==> src/gat_pkg.sv <==
package gat_pkg;

  // Node feature, weight and attention entries, all signed
  localparam int DATA_WIDTH = 8;

  // Attention coefficient after leaky slope and saturation
  localparam int COEF_WIDTH = 8;

  // Negative sums are scaled by 1/8
  localparam int LEAKY_SHIFT = 3;

  // Subgraph counter on the result side
  localparam int GRAPH_IDX_WIDTH = 16;

  // Row sequencing inside a subgraph
  typedef enum logic {
    ST_TARGET   = 1'b0,
    ST_NEIGHBOR = 1'b1
  } node_state_e;

  // Parameter store write target
  typedef enum logic {
    SEL_W = 1'b0,
    SEL_A = 1'b1
  } store_sel_e;

endpackage

==> src/result_writer.sv <==
`timescale 1ns/10ps

module result_writer #(
  parameter int NUM_FEATURE_IN   = 16,
  parameter int NUM_FEATURE_OUT  = 4,
  parameter int MAX_NODES        = 8,
  localparam int NODE_W          = $clog2(MAX_NODES),
  localparam int NUM_W           = $clog2(MAX_NODES + 1),
  localparam int WH_DATA_WIDTH   = 2 * gat_pkg::DATA_WIDTH + $clog2(NUM_FEATURE_IN)
) (
  input  logic                                                clk,
  input  logic                                                rst_n,

  input  logic                                                wh_vld_i,
  input  logic [NUM_FEATURE_OUT-1:0][WH_DATA_WIDTH-1:0]       wh_row_i,
  input  logic [NODE_W-1:0]                                   wh_node_i,

  input  logic                                                coef_vld_i,
  input  logic signed [gat_pkg::COEF_WIDTH-1:0]               coef_i,
  input  logic [NODE_W-1:0]                                   coef_node_i,
  input  logic                                                coef_graph_last_i,

  output logic                                                wh_wr_o,
  output logic [NODE_W-1:0]                                   wh_addr_o,
  output logic [NUM_FEATURE_OUT-1:0][WH_DATA_WIDTH-1:0]       wh_data_o,

  output logic                                                coef_wr_o,
  output logic [NODE_W-1:0]                                   coef_addr_o,
  output logic signed [gat_pkg::COEF_WIDTH-1:0]               coef_data_o,

  output logic                                                graph_done_o,
  output logic [NUM_W-1:0]                                    num_nodes_o,
  output logic [gat_pkg::GRAPH_IDX_WIDTH-1:0]                 graph_idx_o
);

  // Last coefficient of the subgraph is now on the write port
  logic coef_last_q;

  always_ff @(posedge clk) begin
    if (wh_vld_i) begin
      wh_addr_o <= wh_node_i;
      wh_data_o <= wh_row_i;
    end
    if (coef_vld_i) begin
      coef_addr_o <= coef_node_i;
      coef_data_o <= coef_i;
    end
    if (coef_last_q) begin
      num_nodes_o <= NUM_W'(coef_addr_o) + NUM_W'(1);
    end
  end

  always_ff @(posedge clk or negedge rst_n) begin
    if (!rst_n) begin
      wh_wr_o      <= 1'b0;
      coef_wr_o    <= 1'b0;
      coef_last_q  <= 1'b0;
      graph_done_o <= 1'b0;
      graph_idx_o  <= '0;
    end else begin
      wh_wr_o      <= wh_vld_i;
      coef_wr_o    <= coef_vld_i;
      coef_last_q  <= coef_vld_i && coef_graph_last_i;
      graph_done_o <= coef_last_q;
      // Index moves on once the done pulse has gone out
      if (graph_done_o) begin
        graph_idx_o <= graph_idx_o + 1'b1;
      end
    end
  end

endmodule

==> config.mk <==
export PLATFORM = sky130hd
export DESIGN_NAME = result_writer
export DESIGN_NICKNAME = d
export VERILOG_FILES = /design/src/gat_pkg.sv /design/src/result_writer.sv
export SDC_FILE = /design/constraint.sdc
export NUM_CORES = 1
export LEC_CHECK = 0
export ABC_AREA = 1
export BUFFER_PORTS_ARGS = -buffer_cell sky130_fd_sc_hd__buf_2
export CORE_UTILIZATION = 47
export DETAILED_ROUTE_END_ITERATION = 7
export PLACE_DENSITY = 0.88
export RECOVER_POWER = 100
export SKIP_CTS_REPAIR_TIMING = 1
export SKIP_LAST_GASP = 1
export SYNTH_ARGS = -nofsm -noshare
export SYNTH_HDL_FRONTEND = slang
export SYNTH_SLANG_ARGS = --single-unit
==> constraint.sdc <==
create_clock -name clk -period 1.9 [get_ports clk]
set_input_delay 0.38 -clock clk [delete_from_list [all_inputs] [get_ports clk]]
set_output_delay 0.38 -clock clk [all_outputs]
set_load 0.02 [all_outputs]
==> results, run 1 <==
- Among cell families on the critical path, the largest total delay comes from buffers and inverters.
- The critical path capture point type is a flop.
- The cell type with the largest total area after synthesis is sky130_fd_sc_hd__edfxtp_1.
- The worst-case reg-to-reg path depth is 7.
- The overall die width is 94.1 um.
- Overall power consumption after layout is estimated at 6780 uW.
- The fill cell instance count of the final layout is between 600 and 700.
- After routing, the total negative slack on setup checks comes to 0 ns.
- The initial utilization of the core area, before any placement, comes to 0.485.
- Measured against its own limit, the worst slew margin works out to 0.244.
- The cell area power density is between 1000 and 1500 nW/um2.
- At the end of the flow, the number of nets in the layout was 559.
- The largest clock skew in the final design is between 0.009 and 0.01 ns.
- The number of buffer cells added on primary ports is around 220.
- Entering global routing, the biggest net connects 37 pins.
- The count of flip-flops with a built-in enable after synthesis is roughly 100.
- The share of synthesized area in the top cell type comes to 0.738.
- In this run the worst hold path is classified as input port to flop.
- Counting instances, the worst hold path has a depth of 1.
- In this run the power spent charging and discharging nets is 1800 uW.
- For this run, the number of Yosys warnings is 0.
- In the routed layout, each cell is associated on average with a via count of between 4 and 5.
- The starting DRC count in detailed routing is 99.
- Synthesis produced a netlist whose cell count is roughly 220.
- The worst setup path is of the input port to flop kind.
- The number of standard cells in the layout, taps in and fillers out is 575.
- For this run, the total global-route usage over all layers was measured as 0.237.
- The most used flip-flop cell after synthesis is sky130_fd_sc_hd__edfxtp_1.
- The cell area that synthesis handed to floorplanning was 3990 um2.
- The worst endpoint required time is 2.04 ns.
- The cell internal power dissipation is 4990 uW.
- In the final layout, the multi-input gates occupy around 430 um2.
- The distinct cell type count after synthesis is 21.
- In the final layout, the share of cells above drive strength 1 is 0.270.
- Setup repair after global routing left no endpoint under its margin.
- The clock transition at the registers of the reported paths is 0.06 ns.
- After detailed routing, the average wire length per cell comes to about 18 um.
- The number of buffers on the longest clock path is 2.
- The floorplan row count is 33.
- TritonCTS created 17 clock buffers.
- Setup violations remaining at the end of the flow were counted as 0.
- The worst-margin pin slew is around 1.1 ns.
- Of the total power, combinational logic draws 0.110.
- The number of pins exceeding their max-slew limit in the final report is 0.
- The footprint of the flip-flops and latches is around 3400 um2.
- The number of maximum-capacitance violations is 0.
- The weighted congestion at the end of routability-driven global placement is 0.818.
- The die outline area is 8860 um2.
- At the worst endpoint, the arrival time is 1.88 ns.
- The number of placed instances, taps included, is 543.
- The flop and latch count out of synthesis is between 100 and 150.
- The number of global-route vias before repair came to 2,927.
- The first-pass GRT wire length is 14.6 mm.
- For this run, design rule violations remaining after detail routing come to 0.
- A synthesized cell averages between 15 and 20 um2.
- The clock latency reported for the late side of the worst-skew pair is 0.50 ns.
- Walking the worst path, the cells encountered are clkbuf_1 -> clkbuf_4.
- The number of failing hold endpoints at the final stage is 0.
- Counting flops with an async set or reset pin after synthesis yields a share of 0.169.
- In this run the static leakage power is between 0.002 and 0.0025 uW.
- For this run, the detailed router's first-pass iteration total came to 4.
- The placeable core area is ~8000 um2.
- The sequential share of power is 0.473.
- The total grt overflow is 0.
- The critical path crosses 2 cells after its start point.
- The initial antenna violation count was 0.
- The routed design could run at a clock period as short as 1.74 ns.
- The routed layout has 2,746 vias.
- The HPWL after detailed placement is 7.52 mm.
- The run finished with clean final reports.
- The worst setup path is launched from an input port.
- The sequential fraction of the synthesis area is 0.864.
- The ratio of final minimum period to clock period is 0.915.
- The total wire length is just over 10 mm.
- Of all nets on the critical path, the largest fanout is 36.
- The TritonCTS clock tree is yes.
- Of the total power, the share spent switching nets is 0.265.
- The count of nets left with antenna violations once routing finished came out at 0.
- The share of total power dissipated in the clock network is 0.417.
- The peak per-stage delay on the critical path is 0.81 ns.
- The cell at the slowest stage of the critical path is sky130_fd_sc_hd__clkbuf_1.
- Counting both buffers and inverters, the worst setup path holds a total of 2.
- The H-tree level count is 4.
- After synthesis, the cell types taking the most area are sky130_fd_sc_hd__edfxtp_1 74%, sky130_fd_sc_hd__dfrtp_1 13%, sky130_fd_sc_hd__nand2_1 3.5%.
- The worst ir drop on vdd is around 0.00075 V.
- The antenna diode count is 0.
- The total I/O pin count is 216.
- For this run, the top clock speed supported by timing is 0.575 GHz.
- The growth of design area from synthesis to finish is 39.4%.
- The clock sink count is 118.
- The buffer cell driving the clock tree root is sky130_fd_sc_hd__clkbuf_8.
- The die boundary height is approximately 94 um.
- The number of nets handed over by synthesis was 323.
-- routing by layer --
| metal | part of all wire | up-vias | global-route usage |
|---|---|---|---|
| met2 | 0.56 | 137 | 0.435 |
| met4 | 0.026 | 0 | 0.0987 |
| li1 | - | 1263 | - |
| met1 | 0.32 | 1322 | 0.225 |
| met3 | 0.093 | 24 | 0.107 |
| met5 | 0 | - | 0 |
-- synthesized netlist by cell type, drive strengths merged, types with 2 or more instances --
master and n:
edfxtp 98, nand2 39, dfrtp 20, inv 19, nor2 18, nand3 6
nand4 6, xor2 6, ha 2, nor3 2, xnor2 2
-- stage by stage --
stage	cell area [um2]	util	worst slack [ns]	hold WS (ns)
after floorplan	3990	-	0.535	0.0844
final	5560	0.677	0.162	0.0520
after CTS	5750	0.700	0.160	-0.186
after global routing	5560	0.677	0.0993	0.0241
after detailed placement	5230	0.636	0.559	0.354
after global placement	5230	0.636	0.627	0.343
-- kinds of logic after synthesis --
group | after synthesis | synth area share
DFF | 118 | 0.864
and+or+nand+nor | 72 | 0.0882
buffers and inverters | 20 | 0.0213
xor gates and xnor gates | 8 | 0.0176
AOI/OAI and AO/OA | 2 | 0.00314
adders and majority gates | 2 | 0.00627
-- cell usage in the layout, fill, tap and decap left out, types with 6 or more instances in the layout --
master	count
sky130_fd_sc_hd__clkbuf_1	125
sky130_fd_sc_hd__edfxtp_1	98
sky130_fd_sc_hd__buf_2	91
sky130_fd_sc_hd__nand2_1	37
sky130_fd_sc_hd__dfrtp_1	20
sky130_fd_sc_hd__inv_1	18
sky130_fd_sc_hd__nor2_1	16
sky130_fd_sc_hd__clkbuf_16	16
sky130_fd_sc_hd__xor2_1	6
sky130_fd_sc_hd__nand4_1	6
-- registers in the layout, summed over array words and instances, names as in the netlist --
| name | flops |
|---|---|
| coef_last_q | 1 |
| graph_done_o | 1 |
| wh_addr_o | 3 |
| coef_wr_o | 1 |
| coef_addr_o | 3 |
| num_nodes_o | 4 |
| coef_data_o | 8 |
| wh_data_o | 80 |
| wh_wr_o | 1 |
| graph_idx_o | 16 |
-- power by group through the flow --
| stage | sequential [uW] | clock [uW] | combinational (uW) |
|---|---|---|---|
| 2_1_floorplan | 3530 | 0 | 113 |
| 3_3_place_gp | 3230 | 0 | 803 |
| 3_5_place_dp | 3250 | 0 | 823 |
| 4_1_cts | 3210 | 2880 | 832 |
| 5_1_grt | 3240 | 2970 | 795 |
| 6_report | 3210 | 2830 | 745 |
-- path summary, 6_finish.rpt --
path | endpoint | start | slack, ns
max | wh_data_o[6]$_DFFE_PP_ | wh_vld_i | 0.16
min | wh_data_o[65]$_DFFE_PP_ | wh_row_i[65] | 0.05
max reg2reg | graph_idx_o[11]$_DFFE_PN0P_ | graph_done_o$_DFF_PN0_ | 0.26
min reg2reg | graph_done_o$_DFF_PN0_ | coef_last_q$_DFF_PN0_ | 0.49
max in group asynchronous | coef_wr_o$_DFF_PN0_ | rst_n | 0.64
min in group asynchronous | graph_idx_o[9]$_DFFE_PN0P_ | rst_n | 0.60
-- cell type report --
type / count / area share
flip-flops and latches: 118 / 0.619
repair buffers: 218 / 0.172
multi-input cells: 84 / 0.0767
clock buffers: 18 / 0.0752
well taps: 105 / 0.0236
clock inverters: 13 / 0.0196
inverters: 19 / 0.0131
(Power assumes the default switching activity.)
==> run 2, diff against run 1 <==
- CORE_UTILIZATION: 47 -> 41
- CTS_BUF_LIST: unset -> sky130_fd_sc_hd__clkbuf_2 sky130_fd_sc_hd__clkbuf_4 sky130_fd_sc_hd__clkbuf_8
- PLACE_DENSITY: 0.88 -> 0.81
- clock period: 1.9 -> 1.4 ns (I/O delays scaled with it)
==> run 2 against run 1 <==
Against the previous run: power grew 20%; worst hold slack got worse by 0.0090 ns; highest routed layer unchanged; combinational power increased by 61%; flip-flop and latch count did not move; critical path depth did not move; register-to-register slack got worse by 0.21 ns; non-clock buffer count up 7; first-iteration DRC count fell by 6.1%; largest power group unchanged; utilization shrank 6.8 points.
==> results, run 2 (synthesis gave the netlist of run 1 again) <==
- Clock-pin slew was measured on the worst setup and hold paths at 0.08 ns.
- The routed via count is ~2.7k.
- The total wire length is 8.72 mm.
- The number of cells on the worst reg-to-reg path is 6.
- The largest registers in the layout are wh_data_o (80), graph_idx_o (16), coef_data_o (8).
- For this run, the number of standard cells in the final layout without fillers is 607.
- For this run, the post-layout net count is 566.
- The clock latency reported for the late side of the worst-skew pair is 0.40 ns.
- TritonCTS created 17 clock buffers.
- The first-pass GRT wire length is roughly 13 mm.
- The worst slew margin relative to its limit is 0.316.
- In this run the vertical extent of the chip is 101 um.
- The initial core utilization is 0.427.
- The number of global-route vias before repair is 2,596.
- In this run the critical register-to-register path is launched from graph_idx_o[1]$_DFFE_PN0P_.
- The flow ran to the end, and the final reports show no timing, DRC or antenna violations.
- More flip-flops sit in one register than any other, and that register is wh_data_o.
- In the layout the commonest cells are 209 x sky130_fd_sc_hd__buf_2, 98 x sky130_fd_sc_hd__edfxtp_1, 37 x sky130_fd_sc_hd__nand2_1, 18 x sky130_fd_sc_hd__inv_1, 17 x sky130_fd_sc_hd__clkbuf_8.
- Max-cap violations in this run came to 0.
- The sequential share of power is 0.533.
- The first-pass iteration count of the detailed router is 4.
- The clock passes through at most 2 buffers.
- Entering global routing, the biggest net connects 29 pins.
- The routed length on met3 is between 700 and 800 um.
- The initial antenna violation count was 0.
- Of the total power, the share spent switching nets is 0.282.
- The via count normalized by instance count is approximately 4.5.
- After detailed placement, the design holds a cell count of 570.
- The combined global-route utilization of all metal layers is 0.173.
- The total grt overflow is 0.
- Dividing the final minimum period by the clock period gives 0.964.
- The overall die width is a little over 100 um.
- The antenna diode count is 0.
- The critical register-to-register path endpoint is graph_idx_o[8]$_DFFE_PN0P_.
- The placeable core area is a little over 9000 um2.
- Routability-driven placement finished with a final weighted congestion of 0.795.
- In the routed design, unresolved DRC markers number 0.
- Relative to the synthesized area, the layout overhead comes to 42.4%.
- Of all nets on the critical path, the largest fanout is 4.
- The number of pins exceeding their max-slew limit in the final report is 0.
- The total I/O pin count is 216.
- Setup repair after global routing could not meet its margin everywhere.
- The net load switching power is 2290 uW.
- The sum of met2 wire segment lengths after detailed routing is 4.64 mm.
- The cell area power density is 1430 nW/um2.
- The tightest min-delay check is of the input port to flop type.
- The wire-length estimate of the detail-placed layout is 6.61 mm.
- The critical path start-end classification is flop to output port.
- The highest metal layer used by the detailed router is met4.
- The flip-flop count of the largest register, all copies and words added is 80.
- The number of failing hold endpoints at the final stage is 0.
- The post-route core utilization is 0.609.
- The clock sink count is ~120.
- On the final layout, the worst clock skew is approximately 0.012 ns.
- The kind of launch point of the worst setup path is a flop.
- Along the worst hold path, the cell count comes to 1.
- Of the cells placed in the final design, the portion with a size suffix greater than 1 is 0.559.
- Leaving out fill and tap cells, the most frequent cell in the layout is sky130_fd_sc_hd__buf_2.
- The worst-case IR drop observed on VDD is about 0.00082 V.
- STA puts the critical path data arrival time at 1.07 ns.
- The maximum clock frequency is 0.741 GHz.
- The minimum setup slack among reg-to-reg paths is 0.05 ns.
- The met1 routed wirelength after detailed routing is ~3.2 mm.
- The number of buffer cells added on primary ports is 215.
- CTS built an H-tree with a depth of 4.
- The clock network fraction of total power is 0.319.
- The die outline area is about 10,000 um2.
- The floorplan row count is 35.
- The critical path capture point type is an output port.
- The startpoint of the tightest hold check path is wh_row_i[27].
- The fill cell instance count of the final layout is 728.
- At the worst endpoint, the required time is around 1.1 ns.
- For the pin with the worst max-slew slack, the measured transition is around 1.0 ns.
- Clock tree synthesis selected as its root buffer the cell sky130_fd_sc_hd__clkbuf_8.
- The worst path in the final design needs a cycle of 1.35 ns, including I/O delays and setup.
- The combinational fraction of design power is 0.148.
- For this block, the initial DRC count from the detailed router was 93.
- The static leakage is 0.00255 uW.
- Summed over all failing endpoints, the final setup total negative slack is 0 ns.
- The TritonCTS clock tree is yes.
- Dividing the detail-routed wire length by the instance count gives between 10 and 15 um.
- Internal power comes to 5830 uW.
- The beginning of the critical path is graph_idx_o[0]$_DFFE_PN0P_.
- For hold timing, the worst endpoint is wh_data_o[27]$_DFFE_PP_.
- The count of antenna-violating nets left after detailed routing is 0.
- Setup violations remaining at the end of the flow were counted as 0.
==> run 2: cell count changes in the layout (fill, tap and decap cells not counted), moves of 4 or more <==
cell	change
sky130_fd_sc_hd__clkbuf_16	-16
sky130_fd_sc_hd__buf_2	+118
sky130_fd_sc_hd__clkbuf_8	+16
sky130_fd_sc_hd__dfrtp_2	+4
sky130_fd_sc_hd__clkbuf_1	-121
sky130_fd_sc_hd__buf_4	+5
sky130_fd_sc_hd__nor2_1	-5
sky130_fd_sc_hd__dfrtp_1	-4
==> run 2: layout make-up <==
class | instances | area [um2] | share of cell area
well taps | 129 | 161 | 0.0284
clock inverters | 15 | 106 | 0.0187
flip-flops and latches | 118 | 3450 | 0.607
repair buffers | 225 | 1200 | 0.211
clock buffers | 17 | 234 | 0.0412
multi-input cells | 84 | 459 | 0.0809
inverters | 19 | 73.8 | 0.0130
==> run 2: worst max-delay path, stage by stage (launching register included) <==
cell and delay, ns:
sky130_fd_sc_hd__dfrtp_1 0.41, sky130_fd_sc_hd__buf_6 0.13, sky130_fd_sc_hd__buf_6 0.12
==> run 2: stage by stage <==
stage / hold WS [ns] / total power [uW] / cell area (um2) / setup slack, ns
floorplan: -0.0156 / 4950 / 3990 / 0.0351
global placement: 0.249 / 5500 / 5290 / 0.142
detailed placement: 0.264 / 5540 / 5290 / 0.0885
CTS: -0.198 / 8150 / 5630 / -0.162
global route: 0.0106 / 8450 / 5680 / -0.00407
finish: 0.0430 / 8120 / 5680 / 0.0503
==> run 2: worst max path at each step <==
| stage | end | slack (ns) | depth (start not counted) |
|---|---|---|---|
| floorplan | graph_idx_o[8]$_DFFE_PN0P_ | 0.04 | 6 |
| global placement | graph_idx_o[8]$_DFFE_PN0P_ | 0.14 | 6 |
| detailed placement | graph_idx_o[8]$_DFFE_PN0P_ | 0.09 | 6 |
| CTS | graph_done_o | -0.16 | 1 |
| global route | graph_idx_o[8]$_DFFE_PN0P_ | -0.004 | 6 |
| finish | graph_idx_o[0] | 0.05 | 2 |
==> run 2: power groups by stage <==
stage                     sequential [uW]  clock [uW]  combinational [uW]
final                                4330        2590                1200
after global routing                 4370        2800                1280
after CTS                            4320        2680                1150
after detailed placement             4400           0                1140
after global placement               4380           0                1120
after floorplan                      4790           0                 153
==> run 2: layer usage <==
metal  up-vias  track usage
met5         -            0
met4         0       0.0836
met3        12       0.0707
met2       151        0.288
met1      1287        0.194
li1       1279            -
==> run 3, diff against run 2 <==
- CORE_UTILIZATION: 41 -> 35
- CTS_BUF_LIST: sky130_fd_sc_hd__clkbuf_2 sky130_fd_sc_hd__clkbuf_4 sky130_fd_sc_hd__clkbuf_8 -> unset
- PLACE_DENSITY: 0.81 -> 0.72
- SLEW_MARGIN: unset -> 10
==> run 3 against run 2 <==
Against the previous run: non-clock buffer count down 1; critical path depth decreased by 1; clock skew fell by 0.0043 ns; final cell count is 1.6% higher; power grew 20%; register-to-register slack better by 0.06 ns; clock power up 66%; sequential share of layout area is 1.0 points lower; largest cell class unchanged.
==> results, run 3 (synthesis gave the netlist of run 1 again) <==
- The register with the most flip-flops in the layout has 80 of them.
- 0 antenna diodes ended up in the layout.
- The worst setup path endpoint is graph_done_o.
- In this run, CTS created clock tree buffers numbering 17.
- Clock tree synthesis found a total of 118 sinks.
- Across all hold checks on the routed design, the worst slack comes to 0.0517 ns.
- The clock period minus worst slack is 1.35 ns.
- The minimum setup slack among reg-to-reg paths is 0.11 ns.
- For the pin with the worst max-slew slack, the measured transition is ~0.8 ns.
- The worst-case reg-to-reg path depth is 6.
- During I/O placement, the number of pins put on the boundary was ~220.
- Along the worst path, the maximum fanout reaches 9.
- The critical path start-end classification is flop to output port.
- Detailed placement ended at an HPWL of between 6 and 7 mm.
- The placeable core area is ~11,000 um2.
- The cell at the slowest stage of the critical path is sky130_fd_sc_hd__dfrtp_2.
- The initial antenna violation count was 0.
- The number of standard cells in the layout, taps in and fillers out is between 600 and 700.
- Measured on the finished design, the core utilization comes to 0.526.
- The ratio of final minimum period to clock period is 0.966.
- The cell area power density is 1700 nW/um2.
- The TritonCTS clock tree is yes.
- The flow ran to the end, and the final reports show no timing, DRC or antenna violations.
- After detailed routing, the number of remaining DRC violations is 0.
- The routed via count is 2,683.
- The detail route stage leaves a number of antenna-violating nets equal to 0.
- wh_data_o holds more flip-flops than any other register.
- Across the run, the number of max-cap violations was 0.
- The worst slew margin relative to its limit is 0.474.
- The largest clock skew in the final design is a little over 0.008 ns.
- The first global-routing pass estimated 13.3 mm of wire.
- The worst-case IR drop observed on VDD is 0.000910 V.
- The number of pins exceeding their max-slew limit in the final report is 0.
- Setup repair after global routing could not meet its margin everywhere.
- The number of failing hold endpoints at the final stage is 0.
- In this run the critical register-to-register path is captured at graph_idx_o[8]$_DFFE_PN0P_.
- The top cell types in the final layout, fill and taps aside, are 105 x sky130_fd_sc_hd__clkbuf_1, 98 x sky130_fd_sc_hd__edfxtp_1, 96 x sky130_fd_sc_hd__buf_2, 38 x sky130_fd_sc_hd__nand2_1.
- In this run, placement finished with an instance count of about 580.
- The library cell used most frequently in the layout, excluding fill and tap cells, is sky130_fd_sc_hd__clkbuf_1.
- Compared with the post-synthesis result, the final layout area differs by 44.8%.
- The H-tree generated during clock tree synthesis spans 4 levels.
- The beginning of the critical path is graph_done_o$_DFF_PN0_.
- The final number of setup-violating endpoints is 0.
- The clock transition at the registers of the reported paths is around 0.060 ns.
- The routed design has 8.87 mm of wire.
- The static leakage is 0.00238 uW.
- The via count normalized by instance count is 4.35.
- In this design, the stage delay of the slowest critical-path cell is 0.47 ns.
- The number of global-route vias before repair was 2,738.
- STA classifies the critical path startpoint as a flop.
- The number of buffers on the longest clock path is 2.
- STA puts the critical path data arrival time at 1.07 ns.
- The final instance area is between 5000 and 6000 um2.
- The combined area of the multi-input logic cells is 447 um2.
- At the worst endpoint, the required time is roughly 1.1 ns.
- Across every metal layer, demand over resource in global routing totals 0.155.
- After global routing the overflow that remains totals 0.
- The worst setup path is captured at an output port.
- During placement, the flow inserted port buffers numbering 215.
- The maximum clock frequency is 0.740 GHz.
- The floorplan has 38 rows.
- The weighted congestion at the end of routability-driven global placement is 0.776.
- The pin count of the biggest net entering global routing is 39.
- After the first detailed-routing iteration, the DRC count stood at 81.
- The tree is rooted in a sky130_fd_sc_hd__clkbuf_16.
- The clock latency reported for the late side of the worst-skew pair is 0.40 ns.
- After detailed placement, the total cell area comes to 5300 um2.
- The largest registers in the layout are wh_data_o (80), graph_idx_o (16), coef_data_o (8).
- In this design, the largest share of critical-path delay is due to flip-flops.
- The routed wirelength normalized by instance count is 14.4 um.
- In this run the worst hold path is classified as input port to flop.
- The footprint of the flip-flops and latches is 3450 um2.
- The signal on the critical path passes through buf_2.
- The initial utilization of the core area, before any placement, comes to 0.363.
- The fraction of layout cells with a size suffix above 1 is 0.338.
- The die boundary height is 109 um.
- The sum of buffers and inverters on the critical path is 1.
- The number of cells on the critical path is 1.
- The post-layout net count is 565.
- The overall die width is 109 um.
- The fill cell instance count of the final layout is 1,006.
- The die outline area is 11,800 um2.
- For this run, the detailed router's first-pass iteration total came to 4.
- The worst register-to-register path begins at graph_idx_o[0]$_DFFE_PN0P_.
==> run 3: worst min path at each step <==
stage | from | to | slack [ns] | depth (start not counted)
2_1_floorplan | rst_n | coef_last_q$_DFF_PN0_ | -0.02 | 0
5_1_grt | wh_row_i[26] | wh_data_o[26]$_DFFE_PP_ | 0.02 | 1
3_5_place_dp | rst_n | graph_idx_o[15]$_DFFE_PN0P_ | 0.27 | 1
4_1_cts | rst_n | graph_idx_o[11]$_DFFE_PN0P_ | -0.16 | 1
6_report | wh_row_i[29] | wh_data_o[29]$_DFFE_PP_ | 0.05 | 1
3_3_place_gp | rst_n | graph_idx_o[15]$_DFFE_PN0P_ | 0.26 | 1
==> run 3: per-layer routing <==
layer,up-vias,GRT usage,routed length [um]
met3,11,0.0777,802
met2,134,0.252,4380
met4,0,0.0743,160
li1,1276,-,-
met5,-,0,0
met1,1262,0.168,3530
==> run 3: layout make-up <==
class / instances / area share
Clock inverter: 10 / 0.0230
Sequential cell: 118 / 0.597
Inverter: 19 / 0.0128
Multi-Input combinational cell: 84 / 0.0774
Tap cell: 140 / 0.0303
Timing Repair Buffer: 224 / 0.181
Clock buffer: 22 / 0.0787
==> run 3: per-stage QoR <==
step,power [uW],setup TNS (ns),setup WS (ns)
floorplan,4950,0,0.0351
global placement,5520,0,0.196
detailed placement,5560,0,0.150
CTS,9880,-0.0880,-0.0880
global route,10200,-0.0189,-0.0119
finish,9790,0,0.0479
==> run 3: report_power, final <==
part / internal [uW] / switching (uW)
registers: 4160 / 169
logic: 418 / 758
clock network: 2830 / 1460
